==> src/common/datapathPkg.sv <==
package datapathPkg;

        localparam int wordWidth = 32;
        localparam int registerCount = 16;

        // alu opcodes, numbered from 5 upward.
        typedef enum logic [4:0] {
                opAnd = 5'd5,
                opOr  = 5'd6,
                opAdd = 5'd7,
                opSub = 5'd8,
                opMul = 5'd9,
                opShr = 5'd10,
                opShl = 5'd11,
                opRor = 5'd12,
                opRol = 5'd13,
                opNeg = 5'd14,
                opNot = 5'd15,
                opInc = 5'd16
        } aluOp;

        // bus sources, lower index wins.
        typedef enum logic [4:0] {
                srcR0 = 5'd0,
                srcR1, srcR2, srcR3,
                srcR4, srcR5, srcR6, srcR7,
                srcR8, srcR9, srcR10, srcR11,
                srcR12, srcR13, srcR14, srcR15,
                srcHi,
                srcLo,
                srcZHigh,
                srcZLow,
                srcPc,
                srcMdr,
                srcInPort,
                srcNone
        } busSource;

endpackage

==> src/logic/busEncoder.sv <==
module busEncoder (
        input  logic [datapathPkg::wordWidth-1:0]     regSources [datapathPkg::registerCount],
        input  logic [datapathPkg::registerCount-1:0] regOut,
        input  logic                                  hiOut,
        input  logic                                  loOut,
        input  logic                                  zHighOut,
        input  logic                                  zLowOut,
        input  logic                                  pcOut,
        input  logic                                  mdrOut,
        input  logic                                  inPortOut,
        input  logic [datapathPkg::wordWidth-1:0]     hi,
        input  logic [datapathPkg::wordWidth-1:0]     lo,
        input  logic [datapathPkg::wordWidth-1:0]     zHigh,
        input  logic [datapathPkg::wordWidth-1:0]     zLow,
        input  logic [datapathPkg::wordWidth-1:0]     pc,
        input  logic [datapathPkg::wordWidth-1:0]     mdr,
        input  logic [datapathPkg::wordWidth-1:0]     inPort,
        output logic [datapathPkg::wordWidth-1:0]     busData
);

        logic [31:0] request;
        datapathPkg::busSource sourceSelect;

        // bit position matches the busSource value.
        assign request = {
                9'b0,
                inPortOut,
                mdrOut,
                pcOut,
                zLowOut,
                zHighOut,
                loOut,
                hiOut,
                regOut
        };

        // walk downward so the lowest active index is left last.
        always_comb begin
                sourceSelect = datapathPkg::srcNone;
                for (int i = 31; i >= 0; i--) begin
                        if (request[i]) begin
                                sourceSelect = datapathPkg::busSource'(i);
                        end
                end
        end

        always_comb begin
                case (sourceSelect)
                        datapathPkg::srcHi:     busData = hi;
                        datapathPkg::srcLo:     busData = lo;
                        datapathPkg::srcZHigh:  busData = zHigh;
                        datapathPkg::srcZLow:   busData = zLow;
                        datapathPkg::srcPc:     busData = pc;
                        datapathPkg::srcMdr:    busData = mdr;
                        datapathPkg::srcInPort: busData = inPort;
                        datapathPkg::srcNone:   busData = '0; // idle bus reads zero.
                        default: begin
                                // R0 to R15, index is the register number.
                                busData = regSources[sourceSelect[3:0]];
                        end
                endcase
        end

endmodule

==> src/logic/registerFile.sv <==
module registerFile (
        input  logic                                  Clock,
        input  logic                                  reset,
        input  logic [datapathPkg::registerCount-1:0] regIn,
        input  logic [datapathPkg::wordWidth-1:0]     busData,
        output logic [datapathPkg::wordWidth-1:0]     regSources [datapathPkg::registerCount]
);

        logic [datapathPkg::wordWidth-1:0] registers [datapathPkg::registerCount];

        // each register has its own load strobe, several may load at once.
        always_ff @(posedge Clock) begin
                if (reset) begin
                        for (int i = 0; i < datapathPkg::registerCount; i++) begin
                                registers[i] <= '0;
                        end
                end else begin
                        for (int i = 0; i < datapathPkg::registerCount; i++) begin
                                if (regIn[i]) begin
                                        registers[i] <= busData;
                                end
                        end
                end
        end

        // whole file visible to the bus encoder.
        always_comb begin
                for (int i = 0; i < datapathPkg::registerCount; i++) begin
                        regSources[i] = registers[i];
                end
        end

endmodule

==> src/logic/memoryDataRegister.sv <==
module memoryDataRegister (
        input  logic                              Clock,
        input  logic                              reset,
        input  logic                              mdrIn,
        input  logic                              read,
        input  logic [datapathPkg::wordWidth-1:0] memDataIn,
        input  logic [datapathPkg::wordWidth-1:0] busData,
        output logic [datapathPkg::wordWidth-1:0] mdr
);

        logic [datapathPkg::wordWidth-1:0] nextValue;

        // memory side wins while read is high.
        assign nextValue = read ? memDataIn : busData;

        always_ff @(posedge Clock) begin
                if (reset) begin
                        mdr <= '0;
                end else if (mdrIn) begin
                        mdr <= nextValue;
                end
        end

endmodule

==> src/alu/arithmeticLogicUnit.sv <==
module arithmeticLogicUnit (
        input  logic [datapathPkg::wordWidth-1:0]   operandA,
        input  logic [datapathPkg::wordWidth-1:0]   operandB,
        input  datapathPkg::aluOp                   operation,
        output logic [2*datapathPkg::wordWidth-1:0] result
);

        logic [4:0]                          shiftAmount;
        logic [2*datapathPkg::wordWidth-1:0] doubledA;
        logic [2*datapathPkg::wordWidth-1:0] rotatedRight;
        logic [2*datapathPkg::wordWidth-1:0] rotatedLeft;
        logic signed [2*datapathPkg::wordWidth-1:0] product;
        logic [datapathPkg::wordWidth-1:0]   lowResult;
        logic                                wideResult;

        assign shiftAmount = operandB[4:0];

        // rotate through a doubled copy of A.
        assign doubledA     = {operandA, operandA};
        assign rotatedRight = doubledA >> shiftAmount;
        assign rotatedLeft  = doubledA << shiftAmount;

        // signed operands extend to 64 bits in this context.
        assign product = $signed(operandA) * $signed(operandB);

        always_comb begin
                lowResult  = '0;
                wideResult = 1'b0;
                case (operation)
                        datapathPkg::opAnd: begin
                                lowResult = operandA & operandB;
                        end
                        datapathPkg::opOr: begin
                                lowResult = operandA | operandB;
                        end
                        datapathPkg::opAdd: begin
                                lowResult = operandA + operandB; // wraps.
                        end
                        datapathPkg::opSub: begin
                                lowResult = operandA - operandB;
                        end
                        datapathPkg::opMul: begin
                                wideResult = 1'b1;
                        end
                        datapathPkg::opShr: begin
                                lowResult = operandA >> shiftAmount; // logical.
                        end
                        datapathPkg::opShl: begin
                                lowResult = operandA << shiftAmount;
                        end
                        datapathPkg::opRor: begin
                                lowResult = rotatedRight[datapathPkg::wordWidth-1:0];
                        end
                        datapathPkg::opRol: begin
                                lowResult = rotatedLeft[2*datapathPkg::wordWidth-1:
                                        datapathPkg::wordWidth];
                        end
                        datapathPkg::opNeg: begin
                                lowResult = -operandB; // B only.
                        end
                        datapathPkg::opNot: begin
                                lowResult = ~operandB;
                        end
                        datapathPkg::opInc: begin
                                lowResult = operandB + 1'b1; // pc advance.
                        end
                        default: begin
                                lowResult = '0;
                        end
                endcase
        end

        // only multiply fills the high half.
        always_comb begin
                if (wideResult) begin
                        result = product;
                end else begin
                        result = {{datapathPkg::wordWidth{1'b0}}, lowResult};
                end
        end

endmodule

==> src/logic/datapath.sv <==
module datapath (
        input  logic                                  Clock,
        input  logic                                  reset,
        input  logic [datapathPkg::registerCount-1:0] regIn,
        input  logic [datapathPkg::registerCount-1:0] regOut,
        input  logic                                  hiIn,
        input  logic                                  loIn,
        input  logic                                  pcIn,
        input  logic                                  irIn,
        input  logic                                  marIn,
        input  logic                                  mdrIn,
        input  logic                                  yIn,
        input  logic                                  zIn,
        input  logic                                  inPortIn,
        input  logic                                  read,
        input  logic                                  hiOut,
        input  logic                                  loOut,
        input  logic                                  zHighOut,
        input  logic                                  zLowOut,
        input  logic                                  pcOut,
        input  logic                                  mdrOut,
        input  logic                                  inPortOut,
        input  datapathPkg::aluOp                     operation,
        input  logic [datapathPkg::wordWidth-1:0]     memDataIn,
        input  logic [datapathPkg::wordWidth-1:0]     inPortData,
        output logic [datapathPkg::wordWidth-1:0]     busData,
        output logic [datapathPkg::wordWidth-1:0]     marAddress,
        output logic [datapathPkg::wordWidth-1:0]     irValue
);

        logic [datapathPkg::wordWidth-1:0]   regSources [datapathPkg::registerCount];
        logic [datapathPkg::wordWidth-1:0]   pc;
        logic [datapathPkg::wordWidth-1:0]   y;
        logic [datapathPkg::wordWidth-1:0]   hi;
        logic [datapathPkg::wordWidth-1:0]   lo;
        logic [datapathPkg::wordWidth-1:0]   inPort;
        logic [datapathPkg::wordWidth-1:0]   mdr;
        logic [2*datapathPkg::wordWidth-1:0] z;
        logic [2*datapathPkg::wordWidth-1:0] aluResult;

        // special registers, each with its own load strobe.
        always_ff @(posedge Clock) begin
                if (reset) begin
                        pc         <= '0;
                        irValue    <= '0;
                        marAddress <= '0;
                        y          <= '0;
                        hi         <= '0;
                        lo         <= '0;
                        inPort     <= '0;
                        z          <= '0;
                end else begin
                        if (pcIn) pc <= busData; // new pc comes back via ZLow.
                        if (irIn) irValue <= busData;
                        if (marIn) marAddress <= busData;
                        if (yIn) y <= busData;
                        if (hiIn) hi <= busData;
                        if (loIn) lo <= busData;
                        if (inPortIn) inPort <= inPortData;
                        if (zIn) z <= aluResult;
                end
        end

        registerFile registerFile_i (
                .Clock      (Clock),
                .reset      (reset),
                .regIn      (regIn),
                .busData    (busData),
                .regSources (regSources)
        );

        memoryDataRegister memoryDataRegister_i (
                .Clock     (Clock),
                .reset     (reset),
                .mdrIn     (mdrIn),
                .read      (read),
                .memDataIn (memDataIn),
                .busData   (busData),
                .mdr       (mdr)
        );

        // Y is operand A, the bus is operand B.
        arithmeticLogicUnit arithmeticLogicUnit_i (
                .operandA  (y),
                .operandB  (busData),
                .operation (operation),
                .result    (aluResult)
        );

        busEncoder busEncoder_i (
                .regSources (regSources),
                .regOut     (regOut),
                .hiOut      (hiOut),
                .loOut      (loOut),
                .zHighOut   (zHighOut),
                .zLowOut    (zLowOut),
                .pcOut      (pcOut),
                .mdrOut     (mdrOut),
                .inPortOut  (inPortOut),
                .hi         (hi),
                .lo         (lo),
                .zHigh      (z[2*datapathPkg::wordWidth-1:datapathPkg::wordWidth]),
                .zLow       (z[datapathPkg::wordWidth-1:0]),
                .pc         (pc),
                .mdr        (mdr),
                .inPort     (inPort),
                .busData    (busData)
        );

endmodule

==> config.mk <==
export PLATFORM = sky130hd
export DESIGN_NAME = datapath
export DESIGN_NICKNAME = d
export VERILOG_FILES = /design/src/common/datapathPkg.sv /design/src/logic/busEncoder.sv /design/src/logic/registerFile.sv /design/src/logic/memoryDataRegister.sv /design/src/alu/arithmeticLogicUnit.sv /design/src/logic/datapath.sv
export SDC_FILE = /design/constraint.sdc
export NUM_CORES = 2
export LEC_CHECK = 0
export ABC_AREA = 1
export BUFFER_PORTS_ARGS = -buffer_cell sky130_fd_sc_hd__buf_4
export CORE_MARGIN = 5
export CORE_UTILIZATION = 55
export DETAILED_ROUTE_END_ITERATION = 10
export PLACE_DENSITY_LB_ADDON = 0.12
export SLEW_MARGIN = 5
export SYNTH_ARGS = -nofsm -noshare
export SYNTH_HDL_FRONTEND = slang
export SYNTH_HIERARCHICAL = 1
export SYNTH_SLANG_ARGS = --single-unit
==> constraint.sdc <==
create_clock -name Clock -period 26.9 [get_ports Clock]
set_clock_uncertainty 0.1 [all_clocks]
set_input_delay 1.345 -clock Clock [delete_from_list [all_inputs] [get_ports Clock]]
set_output_delay 1.345 -clock Clock [all_outputs]
set_load 0.1 [all_outputs]
Word-level counts from Yosys, hierarchy flattened
Memory sizes are Yosys's and may differ from the RTL's.
Cells that the tools add are included.
- add/sub/neg operators: 4
- $mul: 1
- order comparisons: 1
- equality and inequality tests: 20
- shift operators: 4
- muxes and demuxes: 97
- bitwise gates (word level): 20
- operators with widths (kind ; number):
    32-bit two-way mux ; 19
    32-bit case mux with 11 select lines ; 1
    32-bit case mux with 8 select lines ; 1
    32-bit binary-select mux with 4-bit select ; 1
    5-bit two-way mux ; 16
    32-bit by 32-bit multiplier with 64-bit output ; 1
    64-bit two-way mux ; 1
    64-bit by 5-bit left shift with 64-bit output ; 1
    64-bit by 5-bit >> shifter with 32-bit output ; 1
    1-bit two-way mux ; 52
    5-bit == test (second input constant) ; 9
    5-bit by 4-bit == test with 1-bit output (second input constant) ; 8
    32-bit by 1-bit adder with 32-bit output (second input constant) ; 1
    32-bit adder ; 1
    32-bit AND ; 1
    32-bit negator ; 1
    32-bit inverter ; 1
    32-bit bitwise OR ; 1
    32-bit by 5-bit left shift with 32-bit output ; 1
    32-bit by 5-bit >> shifter with 32-bit output ; 1
    32-bit subtractor ; 1
    1-bit bitwise OR ; 16
    5-bit by 3-bit == test with 1-bit output (second input constant) ; 3
    3-bit two-way mux ; 4
    3 further kinds ; 4
- register bits after elaboration: 320
- bits in writable memories: 512
- output and inout bits: 96
- logic and storage cells: 157
- memories kept: 1
- memories (name ; depth ; width ; read ports ; clocked after memory_dff ; write ports ; RTL line ; RTL):
    registerFile_i.registers ; 16 ; 32 ; 16 ; 0 ; 16 ; registerFile.sv:9 ; logic [datapathPkg::wordWidth-1:0] registers [datapathPkg::registerCount];

Depth between registers and ports, before layout
- depth after elaboration: 31
- gate-level depth with buffers: 70

Cells and area by module
Netlist, hierarchy kept.
- by module, submodules not included (module ; instances ; cells each ; area an instance (sq um)):
    arithmeticLogicUnit ; 1 ; 7389 ; 49407.4
    registerFile ; 1 ; 990 ; 17438.0
    datapath ; 1 ; 1663 ; 11100.6
    busEncoder ; 1 ; 1852 ; 8281.7
    memoryDataRegister ; 1 ; 274 ; 1666.6

Worst setup path after synthesis
OpenSTA, ideal clock, no wires.
- path type: in2reg
- from: in mdrOut
- to: reg z[62] (netlist name)
- arrival: 12.159 ns
- data required time: 26.687 ns
- slack: 14.529 ns
- cell stages on the path: 63
- cells stage by stage: inv_1 nand2_1 nand2_1 nand2_1 nand2_1 nand2_1 nand2_1 nand2_1 nand2_1 nand2_1 nand2_1 nand2_1 nand2_1 nand2_1 nand2_1 nand2_1 nand2_1 nand2_1 [... 27 more ...] inv_1 fa_1 inv_1 fa_1 ha_1 nand2_1 nor2_1 inv_1 nor2_1 inv_1 nor4_1 nand2_1 a21oi_1 nor2_1 inv_1 nand2_1 nand2_1 nor2_1
- word-level cells in the longest chain between the ends: 29
- elaborated cells on any way between the ends: 37
- those cells by class: 1 x mul; 8 x eq/ne; 27 x mux; 1 x bitwise
- RTL lines (element ; RTL line ; RTL):
    from (decl) ; datapath.sv:21 ; input logic mdrOut,
    2-bit two-way mux (*) (2 in a row) ; busEncoder.sv:41 ; if (request[i]) begin
    3-bit two-way mux (*) (4 in a row) ; busEncoder.sv:41 ;
    5-bit two-way mux (*) (16 in a row) ; busEncoder.sv:41 ;
    4-bit inverter with 5-bit output (implied by the code) ; busEncoder.sv:59 ; busData = regSources[sourceSelect[3:0]];
    32-bit binary-select mux with 4-bit select ; busEncoder.sv:59 ;
    32-bit two-way mux (implied by the code) (2 in a row) ; busEncoder.sv:59 ;
    32-bit case mux with 8 select lines (*) ; busEncoder.sv:48 ; case (sourceSelect)
    via busData (one bit) ; datapath.sv:26 ; output logic [datapathPkg::wordWidth-1:0] busData,
    32-bit by 32-bit multiplier with 64-bit output (*) ; arithmeticLogicUnit.sv:24 ; assign product = $signed(operandA) * $signed(operandB);
    64-bit two-way mux (*) ; arithmeticLogicUnit.sv:75 ; if (wideResult) begin
    via aluResult (one bit) ; datapath.sv:39 ; logic [2*datapathPkg::wordWidth-1:0] aluResult;
    to (signal assigned) ; datapath.sv:60 ; if (zIn) z <= aluResult;
    to (decl) ; datapath.sv:38 ; logic [2*datapathPkg::wordWidth-1:0] z;
The timed path passes the listed nets; every way through them passes the cells marked *. The select of a mux whose other input is x is not followed.
A chain may end at the register's enable or synchronous reset.

Final worst setup path
- from: in mdrOut
- to: reg z[24] (netlist name)
- word-level cells in the longest chain between the ends: 30
- elaborated cells on any way between the ends: 49
- those cells by class: 4 x add/sub; 1 x mul; 8 x eq/ne; 4 x shift; 28 x mux; 4 x bitwise
- RTL lines (element ; RTL line):
    2-bit two-way mux (*) (2 in a row) ; busEncoder.sv:41
    3-bit two-way mux (*) (4 in a row) ; busEncoder.sv:41
    5-bit two-way mux (*) (16 in a row) ; busEncoder.sv:41
    4-bit inverter with 5-bit output (implied by the code) ; busEncoder.sv:59
    32-bit binary-select mux with 4-bit select ; busEncoder.sv:59
    32-bit two-way mux (implied by the code) (2 in a row) ; busEncoder.sv:59
    32-bit case mux with 8 select lines (*) ; busEncoder.sv:48
    branches (longest 2 deep; another with 32-bit by 32-bit multiplier with 64-bit output) ; n/a
    64-bit two-way mux (*) ; arithmeticLogicUnit.sv:75
    via aluResult (one bit) ; datapath.sv:39
Mark *: on every way through the listed nets, which the timed path passes. The select of a mux whose other input is x is not followed.

==> results.sh <==
export IMPL_dieArea_um2=167900
export IMPL_fin_cells=14090
export IMPL_ys_flop_type="edfxtp_1"
export IMPL_seq_area_frac_synth_pct=24.78
export IMPL_grt_total_usage_pct=43.00
export IMPL_most_common_layout_cells="3397 x nand2_1, 2269 x inv_1, 1736 x nor2_1"
export IMPL_die_w_um=409.8
export IMPL_clk_latency_ns=0.74
export IMPL_postRouteAntennaNets=0
export IMPL_p_comb_share_pct=62.1
export IMPL_ir_worst_vdd_mv=0.08783
export IMPL_placedCellCount=13910
export IMPL_period_needed_ns=15.21
export IMPL_cts_buffers=90
export IMPL_avgRoutedWirePerCell_um=26.05
export IMPL_hold_viol=0
export IMPL_netlist_instances=12170
export IMPL_synth_seq_cells=832
export IMPL_cp_end_kind="register"
export IMPL_coreArea_um2=158600
export IMPL_cts_sinks=832
export IMPL_synth_net_count=13620
export IMPL_tns_ns=0
export IMPL_cts_max_path_buffers=3
export IMPL_status="finished, final reports clean"
export IMPL_critPathMaxFanout=65
export IMPL_drcViolationCount=0
export IMPL_grt_antenna_before_repair=22
export IMPL_p_seq_share_pct=20.2
export IMPL_cts_tree="done"
export IMPL_hold_path_class="register to register"
export IMPL_via_per_inst=5.883
export IMPL_cts_setup_buffers=0
export IMPL_numPortBuffers=215
export IMPL_dp_hpwl_um=266200
export IMPL_crit_type="primary input to register"
export IMPL_initial_core_util_pct=55.43
export IMPL_clockRootBuffer="clkbuf_16"
export IMPL_cts_resized=0
export IMPL_p_total_mw=7.543
export IMPL_grt_pass1_vias=78980
export IMPL_avgSynthCellArea_um2=7.223
export IMPL_syn2layout_area_growth_pct=6.296
export IMPL_leakage_nw=49.88
export IMPL_finalInstanceArea_um2=93430
export IMPL_rows=146
export IMPL_drtPass1Iterations=7
export IMPL_power_density_nw_per_um2=80.74
export IMPL_drive_gt1_share_pct=5.473
export IMPL_cap_viol_max_count=0
export IMPL_mostFrequentLayoutCell="nand2_1"
export IMPL_p_int_mw=3.648
export IMPL_power_share_clock_pct=17.7
export IMPL_cpMostUsedCell="nand2_1"
export IMPL_wirelength_um=367000
export IMPL_grt_max_degree=102
export IMPL_max_clock_freq_mhz=65.73
export IMPL_setup_worst_path_start_class="primary input"
export IMPL_setup_violations=0
export IMPL_max_stage_delay_ns=0.97
export IMPL_slowest_stage="o21ai_0"
export IMPL_finish_utilization_pct=58.92
export IMPL_cp_required_ns=27.41
export IMPL_min_period_over_period_pct=56.55
export IMPL_p_sw_share_pct=51.63
export IMPL_worst_pin_slew_ns=1.386
export IMPL_num_vias=82880
export IMPL_yosysWarnings=6
export IMPL_switchingPower_mw=3.895
export IMPL_io_pins=216
export IMPL_holdPathStages=2
export IMPL_synth_cell_area_um2=87890
export IMPL_dr_first_iter_drc_count=12540
export IMPL_layout_nets=13380
export IMPL_r2r_cells=32
export IMPL_hold_buffers=0
export IMPL_gr_total_overflow=0
export IMPL_path_clk_slew_ns=0.07
export IMPL_slew_violations=0
export IMPL_async_reset_ff_share_pct=0
export IMPL_arrival_ns=15.73
export IMPL_synth_edff_count=512
export IMPL_dieHeight_um=409.8
export IMPL_synth_cell_types=50
export IMPL_rsz0062_at_grt="no"
export IMPL_gp_congestion=1.066
export IMPL_grt_pass1_wl_um=532100
export IMPL_placed_area_um2=90260
export IMPL_slew_headroom_pct=6.606
export IMPL_cts_htree_levels=3
==> flip-flops by register name, indices dropped and copies added (netlist names) <==
signal	flops
inPort	32
y	32
pc	32
memoryDataRegister_i/mdr	32
lo	32
z	64
registerFile_i/registers	512
hi	32
irValue	32
marAddress	32
==> routing by layer <==
metal	wire length, um	track usage (%)	up-vias
met1	140900	59.48	39620
met5	96	0.2299	-
li1	-	-	36090
met2	145900	59.51	6092
met4	20630	19.40	16
met3	59450	16.87	1057
==> cells by family (layout without fill, tap and decap cells) <==
| logic type | Yosys count | count (layout) | synth area share (%) |
|---|---|---|---|
| AO/OA/AOI/OAI | 478 | 478 | 2.848 |
| XOR/XNOR | 24 | 24 | 0.2392 |
| adder cells (fa/ha/maj) | 1330 | 1330 | 28.19 |
| buffers and inverters | 2988 | 2825 | 13.57 |
| flip-flops | 832 | 832 | 24.78 |
| multiplexers | 1 | 1 | 0.01139 |
| other | 0 | 11 | 0 |
| AND/OR/NAND/NOR | 6515 | 6515 | 30.36 |
==> metrics by stage <==
stage	hold WS [ns]	setup slack (ns)
6_report	0.3717	11.69
5_1_grt	0.3853	11.22
2_1_floorplan	0.3438	14.53
3_3_place_gp	0.3575	11.42
3_5_place_dp	0.3632	11.49
4_1_cts	0.3713	12.23
==> final cells by class <==
type | count | area (um2)
Fill cell | 14890 | 65130
Multi-Input combinational cell | 8348 | 54500
Sequential cell | 832 | 21810
Inverter | 2295 | 8632
Timing Repair Buffer | 363 | 2725
Tap cell | 2072 | 2592
Clock buffer | 105 | 2349
Clock inverter | 62 | 793.3
Antenna cell | 11 | 27.53
==> worst max-delay path: cells and delay by family <==
kind | cells | cell delay [ns]
AO/OA/AOI/OAI | 4 | 1.93
AND/OR/NAND/NOR | 35 | 5.52
adder cells (fa/ha/maj) | 9 | 4.44
buffers and inverters | 9 | 2.26
==> Yosys cell counts, types with 2 or more instances <==
cell type     n  area [um2]
or2_2        26       162.7
inv_2        22       82.58
or2_1         3       18.77
buf_6        42       473.0
nor4_1        2       12.51
and2_1        9       56.30
fa_1       1084       21700
a21o_1        3       22.52
buf_1        85       319.1
buf_4        47       352.8
o21ai_0     200        1001
and3_1        2       12.51
nand3_2       2       20.02
o2111ai_1     2       17.52
a21oi_2       2       17.52
edfxtp_1    512       15370
ha_1        246        3078
xnor2_1      14       122.6
nand2_1    3404       12780
nand4_1     240        1501
nand2_2       5       31.28
o21ai_1      23       115.1
xor2_1       10       87.58
inv_1      2271        8524
nor2_2        8       50.05
dfxtp_1     320        6406
o22ai_1       3       18.77
a211oi_1      2       15.01
a21oi_1     207        1036
nor3b_1       2       15.01
nand3b_1     48       360.4
nor2_4        3       33.78
buf_2       171       855.8
nand3_1     944        4725
nor2_1     1775        6663
o211ai_1      7       52.55
o21bai_1     13       97.59
nand2_4       5       56.30
nor3_1       35       175.2
clkbuf_1    348        1306
a22oi_1       4       30.03
a31oi_1       9       56.30
==> power by group through the flow <==
stage	Sequential [mW]	Clock, mW	Combinational, mW
2_1_floorplan	1.56	0	2.97
3_3_place_gp	1.54	0	4.49
3_5_place_dp	1.54	0	4.52
4_1_cts	1.52	1.33	4.55
5_1_grt	1.53	1.39	5.11
6_report	1.52	1.34	4.68
==> final timing paths <==
path,startpoint,endpoint,slack (ns)
max reg2reg,registerFile_i/registers[0][227],z[24],16.07
min reg2reg,irValue[24],irValue[24],0.37
max,mdrOut,z[24],11.69
min,irValue[24],irValue[24],0.37
Power figures use the tool's default switching activity.
